**src/hw/dtlb_pkg.sv**
```systemverilog
package dtlb_pkg;

  // TLB geometry
  localparam int unsigned DTLB_ENTRIES = 8;
  localparam int unsigned DTLB_IDX_W   = $clog2(DTLB_ENTRIES);

  // Sv39 address fields
  localparam int unsigned VPN_W     = 27;
  localparam int unsigned VPN_LVL_W = 9;
  localparam int unsigned PPN_W     = 44;
  localparam int unsigned ASID_W    = 16;

  // Width of the load/store queue slot tag
  localparam int unsigned LSQ_TAG_W = 4;

  // Three translation levels, vpn2 is the top one
  typedef struct packed {
    logic [VPN_LVL_W-1:0] vpn2;
    logic [VPN_LVL_W-1:0] vpn1;
    logic [VPN_LVL_W-1:0] vpn0;
  } vpn_lvl_t;

  // Flat view for 4 KiB compares, level view for superpages
  typedef union packed {
    logic [VPN_W-1:0] flat;
    vpn_lvl_t         lvl;
  } vpn_u;

  typedef enum logic [1:0] {
    KIBI = 2'd0,
    MEBI = 2'd1,
    GIBI = 2'd2
  } page_e;

  typedef enum logic [1:0] {
    PRIV_U = 2'b00,
    PRIV_S = 2'b01,
    PRIV_M = 2'b11
  } priv_e;

  typedef enum logic [1:0] {
    FLUSH_NONE = 2'd0,
    FLUSH_ALL  = 2'd1,
    FLUSH_ASID = 2'd2,
    FLUSH_PAGE = 2'd3
  } flush_e;

  // VPN compare at a given page size, lower levels are don't care for superpages
  function automatic logic vpn_match(vpn_u a, vpn_u b, page_e page);
    logic m;
    case (page)
      GIBI:    m = (a.lvl.vpn2 == b.lvl.vpn2);
      MEBI:    m = (a.lvl.vpn2 == b.lvl.vpn2) && (a.lvl.vpn1 == b.lvl.vpn1);
      default: m = (a.flat == b.flat);
    endcase
    return m;
  endfunction

endpackage

```
**src/hw/dtlb_lookup_if.sv**
```systemverilog
interface dtlb_lookup_if import dtlb_pkg::*; ();

  // Accepted request, high for one cycle per lookup
  logic          lookup_valid;
  vpn_u          vpn;
  logic          is_store;
  // Translation context sampled with the lookup
  logic [ASID_W-1:0] asid;
  priv_e         priv;
  logic          sum;
  logic          mxr;

  // Controller side
  modport drv (
    output lookup_valid, vpn, is_store, asid, priv, sum, mxr
  );

  // Entry side
  modport rcv (
    input lookup_valid, vpn, is_store, asid, priv, sum, mxr
  );

endinterface

```
**src/hw/dtlb_maint_if.sv**
```systemverilog
interface dtlb_maint_if import dtlb_pkg::*; ();

  // Refill of one entry, the target comes from the PLRU
  logic              fill_en;
  vpn_u              fill_vpn;
  logic [PPN_W-1:0]  fill_ppn;
  page_e             fill_page;
  logic [ASID_W-1:0] fill_asid;
  logic              fill_glob;
  logic              fill_user;
  logic              fill_read;
  logic              fill_write;
  logic              fill_dirty;

  // Flush command, every entry decides on its own
  flush_e            flush_type;
  logic [ASID_W-1:0] flush_asid;
  vpn_u              flush_vpn;

  modport drv (
    output fill_en, fill_vpn, fill_ppn, fill_page, fill_asid, fill_glob,
    output fill_user, fill_read, fill_write, fill_dirty,
    output flush_type, flush_asid, flush_vpn
  );

  modport rcv (
    input fill_en, fill_vpn, fill_ppn, fill_page, fill_asid, fill_glob,
    input fill_user, fill_read, fill_write, fill_dirty,
    input flush_type, flush_asid, flush_vpn
  );

endinterface

```
**src/hw/dtlb_ctrl.sv**
```systemverilog
module dtlb_ctrl import dtlb_pkg::*; (
  input  logic              clk_i,
  input  logic              rst_ni,
  // Flush command
  input  flush_e            flush_type_i,
  input  logic [ASID_W-1:0] flush_asid_i,
  input  vpn_u              flush_vpn_i,
  // LSQ request
  input  logic              req_valid_i,
  input  vpn_u              req_vpn_i,
  input  logic              req_store_i,
  output logic              req_ready_o,
  // Context from the CSRs
  input  logic [ASID_W-1:0] asid_i,
  input  priv_e             priv_i,
  input  logic              sum_i,
  input  logic              mxr_i,
  // Merged hit from the entries
  input  logic              lookup_hit_i,
  // Miss request to the L2 TLB
  output logic              l2_req_valid_o,
  output vpn_u              l2_req_vpn_o,
  input  logic              l2_req_ready_i,
  // L2 TLB answer
  input  logic              l2_ans_valid_i,
  input  vpn_u              l2_ans_vpn_i,
  input  logic [PPN_W-1:0]  l2_ans_ppn_i,
  input  page_e             l2_ans_page_i,
  input  logic              l2_ans_glob_i,
  input  logic              l2_ans_user_i,
  input  logic              l2_ans_read_i,
  input  logic              l2_ans_write_i,
  input  logic              l2_ans_dirty_i,
  input  logic              l2_ans_fault_i,
  // Wake-up of the waiting LSQ slot
  output logic              wup_valid_o,
  output vpn_u              wup_vpn_o,
  output logic [PPN_W-1:0]  wup_ppn_o,
  output logic              wup_fault_o,
  dtlb_lookup_if.drv        lookup,
  dtlb_maint_if.drv         maint
);

  // Single miss register
  logic miss_req_q;
  logic miss_wait_q;
  vpn_u miss_vpn_q;

  logic flush_act;
  logic miss_capture;
  logic ans_take;

  // Flush wins over everything else
  assign flush_act = (flush_type_i != FLUSH_NONE);

  // No new lookup while flushing, answering, or holding a miss
  assign req_ready_o = !flush_act && !l2_ans_valid_i && !miss_req_q && !miss_wait_q;

  // Lookup broadcast, valid only in an accept cycle
  assign lookup.lookup_valid = req_valid_i && req_ready_o;
  assign lookup.vpn          = req_vpn_i;
  assign lookup.is_store     = req_store_i;
  assign lookup.asid         = asid_i;
  assign lookup.priv         = priv_i;
  assign lookup.sum          = sum_i;
  assign lookup.mxr          = mxr_i;

  assign miss_capture = lookup.lookup_valid && !lookup_hit_i;

  // Answer counts only for the waiting miss, compared at the answer page size
  assign ans_take = !flush_act && l2_ans_valid_i && miss_wait_q &&
                    vpn_match(miss_vpn_q, l2_ans_vpn_i, l2_ans_page_i);

  always_ff @(posedge clk_i or negedge rst_ni) begin
    if (!rst_ni) begin
      miss_req_q  <= 1'b0;
      miss_wait_q <= 1'b0;
    end else begin
      if (miss_capture) begin
        miss_req_q <= 1'b1;
      end else if (miss_req_q && l2_req_ready_i) begin
        // Handed to the L2, now waiting for the answer
        miss_req_q  <= 1'b0;
        miss_wait_q <= 1'b1;
      end else if (ans_take) begin
        miss_wait_q <= 1'b0;
      end
    end
  end

  always_ff @(posedge clk_i) begin
    if (miss_capture) begin
      miss_vpn_q <= req_vpn_i;
    end
  end

  assign l2_req_valid_o = miss_req_q;
  assign l2_req_vpn_o   = miss_vpn_q;

  // Wake-up forwards the answer as it is, fault included
  assign wup_valid_o = ans_take;
  assign wup_vpn_o   = l2_ans_vpn_i;
  assign wup_ppn_o   = l2_ans_ppn_i;
  assign wup_fault_o = l2_ans_fault_i;

  // Faulting translations are not cached
  assign maint.fill_en    = ans_take && !l2_ans_fault_i;
  assign maint.fill_vpn   = l2_ans_vpn_i;
  assign maint.fill_ppn   = l2_ans_ppn_i;
  assign maint.fill_page  = l2_ans_page_i;
  assign maint.fill_asid  = asid_i;
  assign maint.fill_glob  = l2_ans_glob_i;
  assign maint.fill_user  = l2_ans_user_i;
  assign maint.fill_read  = l2_ans_read_i;
  assign maint.fill_write = l2_ans_write_i;
  assign maint.fill_dirty = l2_ans_dirty_i;

  assign maint.flush_type = flush_type_i;
  assign maint.flush_asid = flush_asid_i;
  assign maint.flush_vpn  = flush_vpn_i;

  // L2 request holds under back-pressure
  l2_req_stable_a: assert property (
    @(posedge clk_i) disable iff (!rst_ni)
    l2_req_valid_o && !l2_req_ready_i |=> l2_req_valid_o && $stable(l2_req_vpn_o)
  );

endmodule

```
**src/hw/dtlb_entry.sv**
```systemverilog
module dtlb_entry import dtlb_pkg::*; (
  input  logic             clk_i,
  input  logic             rst_ni,
  dtlb_lookup_if.rcv       lookup,
  dtlb_maint_if.rcv        maint,
  // One-hot slice of the PLRU replace vector
  input  logic             fill_sel_i,
  output logic             valid_o,
  output logic             hit_o,
  output logic             fault_o,
  output logic [PPN_W-1:0] ppn_o
);

  logic              valid_q;
  vpn_u              vpn_q;
  logic [PPN_W-1:0]  ppn_q;
  page_e             page_q;
  logic [ASID_W-1:0] asid_q;
  logic              glob_q;
  logic              user_q;
  logic              read_q;
  logic              write_q;
  logic              dirty_q;

  logic asid_ok;
  logic flush_hit;
  logic write_en;

  assign write_en = maint.fill_en && fill_sel_i;

  always_ff @(posedge clk_i or negedge rst_ni) begin
    if (!rst_ni) begin
      valid_q <= 1'b0;
    end else if (flush_hit) begin
      valid_q <= 1'b0;
    end else if (write_en) begin
      valid_q <= 1'b1;
    end
  end

  // Translation payload
  always_ff @(posedge clk_i) begin
    if (write_en) begin
      vpn_q   <= maint.fill_vpn;
      ppn_q   <= maint.fill_ppn;
      page_q  <= maint.fill_page;
      asid_q  <= maint.fill_asid;
      glob_q  <= maint.fill_glob;
      user_q  <= maint.fill_user;
      read_q  <= maint.fill_read;
      write_q <= maint.fill_write;
      dirty_q <= maint.fill_dirty;
    end
  end

  // Global pages ignore the ASID
  assign asid_ok = glob_q || (asid_q == lookup.asid);

  assign hit_o = lookup.lookup_valid && valid_q && asid_ok &&
                 vpn_match(vpn_q, lookup.vpn, page_q);

  always_comb begin
    fault_o = 1'b0;
    if (hit_o) begin
      // No read permission unless MXR makes it readable
      if (!read_q && !lookup.mxr) begin
        fault_o = 1'b1;
      end
      // Store needs a writable and already dirty page
      if (lookup.is_store && (!write_q || !dirty_q)) begin
        fault_o = 1'b1;
      end
      // User page from S mode only with SUM set
      if (user_q && (lookup.priv == PRIV_S) && !lookup.sum) begin
        fault_o = 1'b1;
      end
      // Supervisor page never reachable from U mode
      if (!user_q && (lookup.priv == PRIV_U)) begin
        fault_o = 1'b1;
      end
    end
  end

  always_comb begin
    case (maint.flush_type)
      FLUSH_ALL:  flush_hit = 1'b1;
      FLUSH_ASID: flush_hit = (asid_q == maint.flush_asid) && !glob_q;
      // Page compare at this entry's own size
      FLUSH_PAGE: flush_hit = vpn_match(vpn_q, maint.flush_vpn, page_q);
      default:    flush_hit = 1'b0;
    endcase
  end

  assign valid_o = valid_q;
  assign ppn_o   = ppn_q;

  // Refill and flush are never issued in the same cycle
  fill_flush_excl_a: assert property (
    @(posedge clk_i) disable iff (!rst_ni)
    !(maint.fill_en && (maint.flush_type != FLUSH_NONE))
  );

endmodule

```
**src/hw/dtlb_hit_select.sv**
```systemverilog
module dtlb_hit_select import dtlb_pkg::*; (
  input  logic [DTLB_ENTRIES-1:0]            hit_vec_i,
  input  logic [DTLB_ENTRIES-1:0]            fault_vec_i,
  input  logic [DTLB_ENTRIES-1:0][PPN_W-1:0] ppn_arr_i,
  input  logic [LSQ_TAG_W-1:0]               req_tag_i,
  input  logic                               req_store_i,
  output logic                               lookup_hit_o,
  output logic [DTLB_ENTRIES-1:0]            touch_vec_o,
  output logic                               ans_valid_o,
  output logic [PPN_W-1:0]                   ans_ppn_o,
  output logic                               ans_fault_o,
  output logic [LSQ_TAG_W-1:0]               ans_tag_o,
  output logic                               ans_store_o
);

  assign lookup_hit_o = |hit_vec_i;

  // AND-OR mux, the hit vector is at most one-hot
  always_comb begin
    ans_ppn_o   = '0;
    ans_fault_o = 1'b0;
    for (int i = 0; i < DTLB_ENTRIES; i++) begin
      if (hit_vec_i[i]) begin
        ans_ppn_o   = ans_ppn_o | ppn_arr_i[i];
        ans_fault_o = ans_fault_o | fault_vec_i[i];
      end
    end
  end

  // Faulting hits do not count as use for replacement
  assign touch_vec_o = hit_vec_i & ~fault_vec_i;

  // Answer only on hit, misses go through the L2
  assign ans_valid_o = lookup_hit_o;
  assign ans_tag_o   = req_tag_i;
  assign ans_store_o = req_store_i;

  hit_onehot_a: assert final ($onehot0(hit_vec_i));

endmodule

```
**src/hw/dtlb_plru.sv**
```systemverilog
module dtlb_plru import dtlb_pkg::*; (
  input  logic                    clk_i,
  input  logic                    rst_ni,
  input  logic [DTLB_ENTRIES-1:0] valid_vec_i,
  input  logic [DTLB_ENTRIES-1:0] touch_vec_i,
  input  logic                    fill_en_i,
  output logic [DTLB_ENTRIES-1:0] replace_vec_o
);

  // Tree bit 1 means the next victim is on the right side
  logic [DTLB_ENTRIES-2:0] tree_q;
  logic [DTLB_ENTRIES-2:0] tree_d;
  logic [DTLB_ENTRIES-1:0] use_vec;

  always_comb begin : victim_sel
    int unsigned           node;
    logic [DTLB_IDX_W-1:0] tree_idx;
    logic [DTLB_IDX_W-1:0] free_idx;
    logic                  any_free;
    node     = 0;
    tree_idx = '0;
    free_idx = '0;
    any_free = 1'b0;
    // Walk from the root along the tree bits
    for (int l = 0; l < DTLB_IDX_W; l++) begin
      tree_idx[DTLB_IDX_W-1-l] = tree_q[node];
      node = 2 * node + 1 + int'(tree_q[node]);
    end
    // Lowest invalid entry, scanned downwards so index 0 wins
    for (int i = DTLB_ENTRIES - 1; i >= 0; i--) begin
      if (!valid_vec_i[i]) begin
        free_idx = DTLB_IDX_W'(i);
        any_free = 1'b1;
      end
    end
    replace_vec_o = '0;
    replace_vec_o[any_free ? free_idx : tree_idx] = 1'b1;
  end

  // Touch and fill never overlap
  assign use_vec = fill_en_i ? replace_vec_o : touch_vec_i;

  always_comb begin : tree_next
    int unsigned           node;
    logic [DTLB_IDX_W-1:0] use_idx;
    use_idx = '0;
    for (int i = 0; i < DTLB_ENTRIES; i++) begin
      if (use_vec[i]) begin
        use_idx = DTLB_IDX_W'(i);
      end
    end
    tree_d = tree_q;
    node   = 0;
    // Point every node on the path away from the used leaf
    for (int l = 0; l < DTLB_IDX_W; l++) begin
      tree_d[node] = ~use_idx[DTLB_IDX_W-1-l];
      node = 2 * node + 1 + int'(use_idx[DTLB_IDX_W-1-l]);
    end
  end

  always_ff @(posedge clk_i or negedge rst_ni) begin
    if (!rst_ni) begin
      tree_q <= '0;
    end else if (|use_vec) begin
      tree_q <= tree_d;
    end
  end

  // At most one touched entry, and never together with a fill
  touch_fill_excl_a: assert property (
    @(posedge clk_i) disable iff (!rst_ni)
    $onehot0(touch_vec_i) && !(fill_en_i && (|touch_vec_i))
  );

endmodule

```
**src/hw/dtlb_top.sv**
```systemverilog
module dtlb_top import dtlb_pkg::*; (
  input  logic                 clk_i,
  input  logic                 rst_ni,
  input  flush_e               flush_type_i,
  input  logic [ASID_W-1:0]    flush_asid_i,
  input  vpn_u                 flush_vpn_i,
  input  logic                 req_valid_i,
  input  vpn_u                 req_vpn_i,
  input  logic                 req_store_i,
  input  logic [LSQ_TAG_W-1:0] req_tag_i,
  output logic                 req_ready_o,
  input  logic [ASID_W-1:0]    asid_i,
  input  priv_e                priv_i,
  input  logic                 sum_i,
  input  logic                 mxr_i,
  output logic                 ans_valid_o,
  output logic [PPN_W-1:0]     ans_ppn_o,
  output logic                 ans_fault_o,
  output logic [LSQ_TAG_W-1:0] ans_tag_o,
  output logic                 ans_store_o,
  output logic                 l2_req_valid_o,
  output vpn_u                 l2_req_vpn_o,
  input  logic                 l2_req_ready_i,
  input  logic                 l2_ans_valid_i,
  input  vpn_u                 l2_ans_vpn_i,
  input  logic [PPN_W-1:0]     l2_ans_ppn_i,
  input  page_e                l2_ans_page_i,
  input  logic                 l2_ans_glob_i,
  input  logic                 l2_ans_user_i,
  input  logic                 l2_ans_read_i,
  input  logic                 l2_ans_write_i,
  input  logic                 l2_ans_dirty_i,
  input  logic                 l2_ans_fault_i,
  output logic                 wup_valid_o,
  output vpn_u                 wup_vpn_o,
  output logic [PPN_W-1:0]     wup_ppn_o,
  output logic                 wup_fault_o
);

  dtlb_lookup_if lookup_bus ();
  dtlb_maint_if  maint_bus ();

  logic                               lookup_hit;
  logic [DTLB_ENTRIES-1:0]            valid_vec;
  logic [DTLB_ENTRIES-1:0]            hit_vec;
  logic [DTLB_ENTRIES-1:0]            fault_vec;
  logic [DTLB_ENTRIES-1:0]            touch_vec;
  logic [DTLB_ENTRIES-1:0]            replace_vec;
  logic [DTLB_ENTRIES-1:0][PPN_W-1:0] ppn_arr;

  dtlb_ctrl i_dtlb_ctrl (
    .clk_i         (clk_i),
    .rst_ni        (rst_ni),
    .flush_type_i  (flush_type_i),
    .flush_asid_i  (flush_asid_i),
    .flush_vpn_i   (flush_vpn_i),
    .req_valid_i   (req_valid_i),
    .req_vpn_i     (req_vpn_i),
    .req_store_i   (req_store_i),
    .req_ready_o   (req_ready_o),
    .asid_i        (asid_i),
    .priv_i        (priv_i),
    .sum_i         (sum_i),
    .mxr_i         (mxr_i),
    .lookup_hit_i  (lookup_hit),
    .l2_req_valid_o(l2_req_valid_o),
    .l2_req_vpn_o  (l2_req_vpn_o),
    .l2_req_ready_i(l2_req_ready_i),
    .l2_ans_valid_i(l2_ans_valid_i),
    .l2_ans_vpn_i  (l2_ans_vpn_i),
    .l2_ans_ppn_i  (l2_ans_ppn_i),
    .l2_ans_page_i (l2_ans_page_i),
    .l2_ans_glob_i (l2_ans_glob_i),
    .l2_ans_user_i (l2_ans_user_i),
    .l2_ans_read_i (l2_ans_read_i),
    .l2_ans_write_i(l2_ans_write_i),
    .l2_ans_dirty_i(l2_ans_dirty_i),
    .l2_ans_fault_i(l2_ans_fault_i),
    .wup_valid_o   (wup_valid_o),
    .wup_vpn_o     (wup_vpn_o),
    .wup_ppn_o     (wup_ppn_o),
    .wup_fault_o   (wup_fault_o),
    .lookup        (lookup_bus),
    .maint         (maint_bus)
  );

  // Entries all see the same lookup and maintenance broadcast
  for (genvar i = 0; i < DTLB_ENTRIES; i++) begin : g_entry
    dtlb_entry i_dtlb_entry (
      .clk_i     (clk_i),
      .rst_ni    (rst_ni),
      .lookup    (lookup_bus),
      .maint     (maint_bus),
      .fill_sel_i(replace_vec[i]),
      .valid_o   (valid_vec[i]),
      .hit_o     (hit_vec[i]),
      .fault_o   (fault_vec[i]),
      .ppn_o     (ppn_arr[i])
    );
  end

  dtlb_hit_select i_dtlb_hit_select (
    .hit_vec_i   (hit_vec),
    .fault_vec_i (fault_vec),
    .ppn_arr_i   (ppn_arr),
    .req_tag_i   (req_tag_i),
    .req_store_i (req_store_i),
    .lookup_hit_o(lookup_hit),
    .touch_vec_o (touch_vec),
    .ans_valid_o (ans_valid_o),
    .ans_ppn_o   (ans_ppn_o),
    .ans_fault_o (ans_fault_o),
    .ans_tag_o   (ans_tag_o),
    .ans_store_o (ans_store_o)
  );

  // Refills also count as use for the PLRU
  dtlb_plru i_dtlb_plru (
    .clk_i        (clk_i),
    .rst_ni       (rst_ni),
    .valid_vec_i  (valid_vec),
    .touch_vec_i  (touch_vec),
    .fill_en_i    (maint_bus.fill_en),
    .replace_vec_o(replace_vec)
  );

endmodule

```
**config.mk**
```make
export PLATFORM = sky130hd
export DESIGN_NAME = dtlb_top
export DESIGN_NICKNAME = d
export VERILOG_FILES = /design/src/hw/dtlb_pkg.sv /design/src/hw/dtlb_lookup_if.sv /design/src/hw/dtlb_maint_if.sv /design/src/hw/dtlb_ctrl.sv /design/src/hw/dtlb_entry.sv /design/src/hw/dtlb_hit_select.sv /design/src/hw/dtlb_plru.sv /design/src/hw/dtlb_top.sv
export SDC_FILE = /design/constraint.sdc
export NUM_CORES = 1
export LEC_CHECK = 0
export BUFFER_PORTS_ARGS = -buffer_cell sky130_fd_sc_hd__clkbuf_2
export CAP_MARGIN = 20
export CORE_ASPECT_RATIO = 0.5
export CORE_MARGIN = 2
export CORE_UTILIZATION = 45
export DETAILED_ROUTE_END_ITERATION = 12
export PLACE_DENSITY = 0.64
export SLEW_MARGIN = 20
export SYNTH_ARGS = -nofsm -noshare
export SYNTH_HDL_FRONTEND = slang
export SYNTH_SLANG_ARGS = --single-unit
export TNS_END_PERCENT = 50
```
**constraint.sdc**
```tcl
create_clock -name clk_i -period 13.54 [get_ports clk_i]
set_input_delay 2.031 -clock clk_i [delete_from_list [all_inputs] [get_ports clk_i]]
set_output_delay 2.031 -clock clk_i [all_outputs]
set_load 0.005 [all_outputs]
```
After elaboration in Yosys (flattened, before gate mapping)
Index checks and enable logic that the tools add are counted.
{"block": "word_totals", "wordCells": 534, "input_bits": 181, "out_inout_bits": 153, "ff_bits": 796}
{"block": "op_classes", "n_reduce_logical": 189, "eq_ne": 89, "bitwise_logic": 20, "n_lt_le_gt_ge": 8, "n_addsub": 6, "muxes": 138}
{"op": "equality test 27 bit", "count": 17}
{"op": "two-way mux 44 bit", "count": 8}
{"op": "bitwise OR 44 bit", "count": 7}
{"op": "equality test 9 bit", "count": 34}
{"op": "equality test 16 bit", "count": 16}
{"op": "< comparator 32 x 4 -> 1 bit, second input constant", "count": 4}
{"op": "logical AND 1 bit", "count": 110}
{"op": "two-way mux 1 bit", "count": 82}
{"op": "adder 32 x 1 -> 32 bit", "count": 2}
{"op": "adder 32 x 1 -> 32 bit, second input constant", "count": 2}
{"op": "greater-or-equal comparator 32 x 1 -> 1 bit, second input constant", "count": 2}
{"op": "zero test 1 bit", "count": 48}
{"op": "two-way mux 3 bit", "count": 13}
{"op": "case mux 1 bit (2 select lines)", "count": 17}
{"op": "case mux 1 bit (3 select lines)", "count": 8}
{"op": "equality test 2 x 1 -> 1 bit, second input constant", "count": 11}
{"op": "equality test 2 bit, second input constant", "count": 11}
{"op": "nonzero test 2 bit", "count": 11}
{"op": "logical OR 1 bit", "count": 16}
{"op": "OR reduction 8 bit", "count": 2}
{"op": "bitwise mux 7 bit", "count": 2}
{"op": "demux 1 bit (select 3 bit)", "count": 3}
{"op": "AND 8 bit", "count": 1}
{"op": "two-way mux 8 bit", "count": 1}
{"op": "other kinds (10)", "count": 22}

Depth between registers and ports, before layout
{"block": "depth", "depth_word": 29, "depth_mapped": 12, "mapped_depth_nobuf": 10}

Cells and area by module
From an unflattened synthesis, not the netlist that was laid out.
{"block": "unflattened", "cells_unflattened": 2620, "area_unflattened_um2": 37822.5}
{"module": "dtlb_entry", "seq_area_each_um2": 2847.7, "cells_each": 237, "instances": 8, "area_per_inst_um2": 3978.8}
{"module": "dtlb_ctrl", "seq_area_each_um2": 860.8, "cells_each": 357, "instances": 1, "area_per_inst_um2": 3308.2}
{"module": "dtlb_hit_select", "seq_area_each_um2": 0.0, "cells_each": 282, "instances": 1, "area_per_inst_um2": 1990.7}
{"module": "dtlb_plru", "seq_area_each_um2": 175.2, "cells_each": 85, "instances": 1, "area_per_inst_um2": 693.2}

Least setup slack after synthesis
OpenSTA, ideal clock, no wires.
{"block": "synth_timing", "path_type": "input to register", "from": "in l2_ans_vpn_i[17] (netlist bit)", "to": "reg g_entry[6].i_dtlb_entry.asid_q[0], enable pin", "slack_ps": 2933, "cell_stages": 6, "setup_ps": 687, "n_path_buf": 0, "t_arrival_ps": 9920, "required_ps": 12853, "cell_sequence": "xnor2_1 nand2_1 nor4_1 o2111ai_1 nand2b_1 nor3b_1"}
{"block": "synth_via", "elab_chain_cells": 6, "word_cells_on_any_way": 7, "cone_classes": "eq/ne (2); mux (1); reduce/logical (4)"}
{"element": "start: declaration", "line": "dtlb_top.sv:25", "rtl": "input vpn_u l2_ans_vpn_i,"}
{"element": "equality test 9 bit", "line": "dtlb_pkg.sv:53", "rtl": "MEBI: m = (a.lvl.vpn2 == b.lvl.vpn2) && (a.lvl.vpn1 == b.lvl.vpn1);"}
{"element": "logical AND 1 bit", "line": "dtlb_pkg.sv:53"}
{"element": "case mux 1 bit (2 select lines) *", "line": "dtlb_pkg.sv:51", "rtl": "case (page)"}
{"element": "logical AND 1 bit *", "line": "dtlb_ctrl.sv:71", "rtl": "assign ans_take = !flush_act && l2_ans_valid_i && miss_wait_q &&"}
{"element": "logical AND 1 bit *", "line": "dtlb_ctrl.sv:107", "rtl": "assign maint.fill_en = ans_take && !l2_ans_fault_i;"}
{"element": "logical AND 1 bit *", "line": "dtlb_entry.sv:29", "rtl": "assign write_en = maint.fill_en && fill_sel_i;"}
{"element": "named net g_entry[6].i_dtlb_entry.write_en", "line": "dtlb_entry.sv:27", "rtl": "logic write_en;"}
{"element": "end signal: assignment", "line": "dtlb_entry.sv:47", "rtl": "asid_q <= maint.fill_asid;"}
{"element": "end: declaration", "line": "dtlb_entry.sv:18", "rtl": "logic [ASID_W-1:0] asid_q;"}
Mark *: on every way through the listed nets, which the timed path passes. The rest lies on a longest branch.
A chain may end at the register's enable or synchronous reset.

Worst setup path after layout
{"block": "layout_timing", "from": "in flush_type_i[1]", "to": "out ans_ppn_o[31]"}
{"block": "layout_via", "elab_chain_cells": 24, "word_cells_on_any_way": 45, "cone_classes": "mux (8); bitwise (7); reduce/logical (30)"}
{"element": "start: declaration", "line": "dtlb_top.sv:4", "rtl": "input flush_e flush_type_i,"}
{"element": "nonzero test 2 bit *", "line": "dtlb_ctrl.sv:54", "rtl": "assign flush_act = (flush_type_i != FLUSH_NONE);"}
{"element": "zero test 1 bit *", "line": "dtlb_ctrl.sv:57", "rtl": "assign req_ready_o = !flush_act && !l2_ans_valid_i && !miss_req_q && !miss_wait_q;"}
{"element": "logical AND 1 bit * (3 in a row)", "line": "dtlb_ctrl.sv:57"}
{"element": "logical AND 1 bit *", "line": "dtlb_ctrl.sv:60", "rtl": "assign lookup.lookup_valid = req_valid_i && req_ready_o;"}
{"element": "logical AND 1 bit (3 in a row)", "line": "dtlb_entry.sv:59", "rtl": "assign hit_o = lookup.lookup_valid && valid_q && asid_ok &&"}
{"element": "two-way mux 44 bit", "line": "dtlb_hit_select.sv:23", "rtl": "if (hit_vec_i[i]) begin"}
{"element": "bitwise OR 44 bit", "line": "dtlb_hit_select.sv:24", "rtl": "ans_ppn_o = ans_ppn_o | ppn_arr_i[i];"}
{"element": "two-way mux 44 bit", "line": "dtlb_hit_select.sv:23"}
{"element": "(+4 left out)"}
{"element": "bitwise OR 44 bit", "line": "dtlb_hit_select.sv:24"}
{"element": "two-way mux 44 bit", "line": "dtlb_hit_select.sv:23"}
{"element": "bitwise OR 44 bit", "line": "dtlb_hit_select.sv:24"}
{"element": "two-way mux 44 bit", "line": "dtlb_hit_select.sv:23"}
{"element": "bitwise OR 44 bit", "line": "dtlb_hit_select.sv:24"}
{"element": "two-way mux 44 bit", "line": "dtlb_hit_select.sv:23"}
{"element": "bitwise OR 44 bit", "line": "dtlb_hit_select.sv:24"}
{"element": "two-way mux 44 bit *", "line": "dtlb_hit_select.sv:23"}
{"element": "end: declaration", "line": "dtlb_top.sv:17", "rtl": "output logic [PPN_W-1:0] ans_ppn_o,"}
Every way passes the cells marked *; elsewhere a longest branch is shown, timed or not.

==> impl_metrics.json <==
{
  "status": "complete, no violations",
  "cts_made_buffers": 73,
  "crit_chain": "clkbuf_2 -> or4_4 -> or3b_1 -> nor4_1 -> o311ai_0 -> nor2_4 -> buf_4 -> a22oi_1 -> nand3_1 -> clkbuf_2",
  "path_depth": 10,
  "critPathKind": "input pin to output pin",
  "cts.sinks": 796,
  "mostFrequentLayoutCells": "edfxtp_1, xnor2_1, xor2_1",
  "dp_slack_ns": 5.80,
  "syn-instance-count": 2474,
  "worstHoldPathType": "flip-flop to flip-flop",
  "yosysSeqAreaShare": 0.659,
  "min_period_ns": 7.81,
  "total_power_w": 0.00501,
  "synth-main-ff-cell": "edfxtp_1",
  "rsz0062_at_grt": "no",
  "synth_edf_count": 779,
  "postRouteAntennaNets": 0,
  "drive_above_1_share": 0.176,
  "critPathBufInv": 3,
  "coreArea_sq_um": 79500,
  "fill_cells": 6648,
  "drv_cap": 0,
  "cts_resized": 0,
  "finalSetupTns_ns": 0,
  "slew_headroom": 0.227,
  "timing.fmax_ghz": 0.128,
  "cp-end-kind": "output pin",
  "std_cell_rows": 73,
  "synth_warnings": 0,
  "path_max_fanout": 47,
  "tightest_slew_ns": 1.14,
  "dieWidth_um": 405,
  "power_leakage_nw": 13.5,
  "antenna_found_initial": 2,
  "htreeDepth": 3,
  "fin_crit_sh": 0.577,
  "slew_viol_final": 0,
  "dr.pass1.iters": 5,
  "gp_congestion": 0.898,
  "root_buffer": "clkbuf_16",
  "vias": 21600,
  "finalHoldViolCount": 0,
  "grt_max_degree": 66,
  "fin_skew_ns": 0.0401,
  "crit_slowest_cell": "or4_4",
  "track_usage": 0.237,
  "fin_ws_ns": 5.73,
  "grt_overflow_total": 0,
  "final_common_cell": "edfxtp_1",
  "startpoint_type": "input pin",
  "syn-cell-area_sq_um": 36200,
  "synth-seq-cells": 796,
  "crit_top_cell": "clkbuf_2",
  "holdPathStages": 1,
  "cts_tree": "done",
  "clkTransAtPathRegs_ns": 0.06,
  "drt-total-wl_um": 99100,
  "reg2reg_depth": 11,
  "die_area_sq_um": 82800,
  "worstPathArrival_ns": 5.78,
  "avgSynthCellArea_sq_um": 14.6,
  "io_pins": 334,
  "post_cts_buffers": 0,
  "crit_path_max_incr_delay_ns": 0.62,
  "die_y_um": 204,
  "synthToLayoutAreaGrowth_pct": 12.1,
  "wl_per_cell_um": 26.1,
  "final_nets": 2884,
  "ir_worst_vdd_uv": 95.6,
  "port_buffers": 325,
  "grt_pass1_wl_um": 143000,
  "viasPerCell": 5.71,
  "dp_hpwl_um": 62300,
  "setup_viol": 0,
  "cp_top_family": "simple AND/OR/NAND/NOR gates",
  "yosys.cell_types.count": 61,
  "start_util": 0.455,
  "grt_pass1_vias": 20900,
  "power_density_nw_per_um2": 124,
  "cts_hold_buf": 0,
  "drc": 0,
  "clock_path_buffers": 3,
  "synth-async-reset-ratio": 0.0214,
  "clk_latency_ns": 0.67,
  "drt_iter0_markers": 2035,
  "utilization": 0.510,
  "syn_nets": 2674,
  "crit_required_ns": 11.51
}
==> worst paths after layout <==
path / startpoint / slack [ns] / endpoint
max in group asynchronous: rst_ni / 11.79 / g_entry[5].i_dtlb_entry.valid_o
setup / recovery: flush_type_i[1] / 5.73 / ans_ppn_o[31]
hold / removal: i_dtlb_plru.tree_q[4] / 0.51 / i_dtlb_plru.tree_q[4]
setup reg to reg: i_dtlb_plru.tree_q[0] / 8.49 / g_entry[2].i_dtlb_entry.ppn_o[30]
hold reg to reg: i_dtlb_plru.tree_q[4] / 0.51 / i_dtlb_plru.tree_q[4]
min in group asynchronous: rst_ni / 1.35 / g_entry[7].i_dtlb_entry.valid_o
==> sequential cells by signal (all words and copies together) (netlist names), 7 cells and up <==
register and cells:
g_entry.i_dtlb_entry.asid_q 128, g_entry.i_dtlb_entry.dirty_q 8, g_entry.i_dtlb_entry.glob_q 8, g_entry.i_dtlb_entry.page_q 16
g_entry.i_dtlb_entry.ppn_o 352, g_entry.i_dtlb_entry.read_q 8, g_entry.i_dtlb_entry.user_q 8, g_entry.i_dtlb_entry.valid_o 8
g_entry.i_dtlb_entry.vpn_q 216, g_entry.i_dtlb_entry.write_q 8, i_dtlb_ctrl.l2_req_vpn_o 27, i_dtlb_plru.tree_q 7
==> metrics by stage <==
stage,cell area (sq um),hold slack (ns),std cells
after floorplan,36200,0.455,2474
after global placement,38200,0.489,3658
after detailed placement,38200,0.503,3659
after CTS,40500,0.518,3790
after global routing,40500,0.533,3791
final,40500,0.510,3791
==> report_power, final <==
group	leakage, nW	switching, W	internal, W
registers	7.22	0.00000183	0.00270
clock network	1.12	0.000962	0.00107
logic	5.19	0.000179	0.0000903
total	13.5	0.00114	0.00386
==> logic make-up after synthesis <==
logic type / Yosys count / share of synthesized area
adders and majority gates: 19 / 0.00657
muxes: 4 / 0.00121
DFF: 796 / 0.659
AOI/OAI and AO/OA: 289 / 0.0631
xor gates and xnor gates: 715 / 0.173
buffers and inverters: 257 / 0.0369
and+or+nand+nor: 394 / 0.0605
==> cells in the mapped netlist, types with 10 or more instances <==
master	number	area share
a21oi_1	21	0.0029
a221oi_1	44	0.011
a22o_1	45	0.011
a22oi_1	89	0.018
a31oi_1	13	0.0022
a41oi_1	10	0.0024
buf_1	18	0.0019
buf_2	43	0.0060
buf_4	78	0.016
clkbuf_1	71	0.0074
dfrtp_1	17	0.012
edfxtp_1	779	0.65
ha_1	19	0.0066
inv_1	44	0.0046
nand2_1	34	0.0035
nand3_1	61	0.0084
nand4_1	86	0.015
nor2_1	45	0.0047
nor3_1	36	0.0050
nor4_1	98	0.017
o21ai_0	11	0.0015
xnor2_1	372	0.090
xor2_1	343	0.083
==> layout make-up <==
type | count | area [sq um] | area share
clock buffer | 87 | 1880 | 0.0464
antenna | 1 | 2.50 | 0.0000617
tap | 1050 | 1310 | 0.0324
timing repair buffer | 348 | 1810 | 0.0447
multi-input combinational | 1421 | 11100 | 0.274
sequential | 796 | 23800 | 0.588
inverter | 44 | 165 | 0.00408
clock inverter | 44 | 422 | 0.0104
==> routing by layer <==
metal	global-route usage	part of all wire	vias to the layer above
met5	0	0	-
met3	0.0349	0.069	136
met2	0.382	0.47	834
met1	0.338	0.44	11000
li1	-	-	9637
met4	0.0630	0.023	0
(Power assumes the default switching activity.)
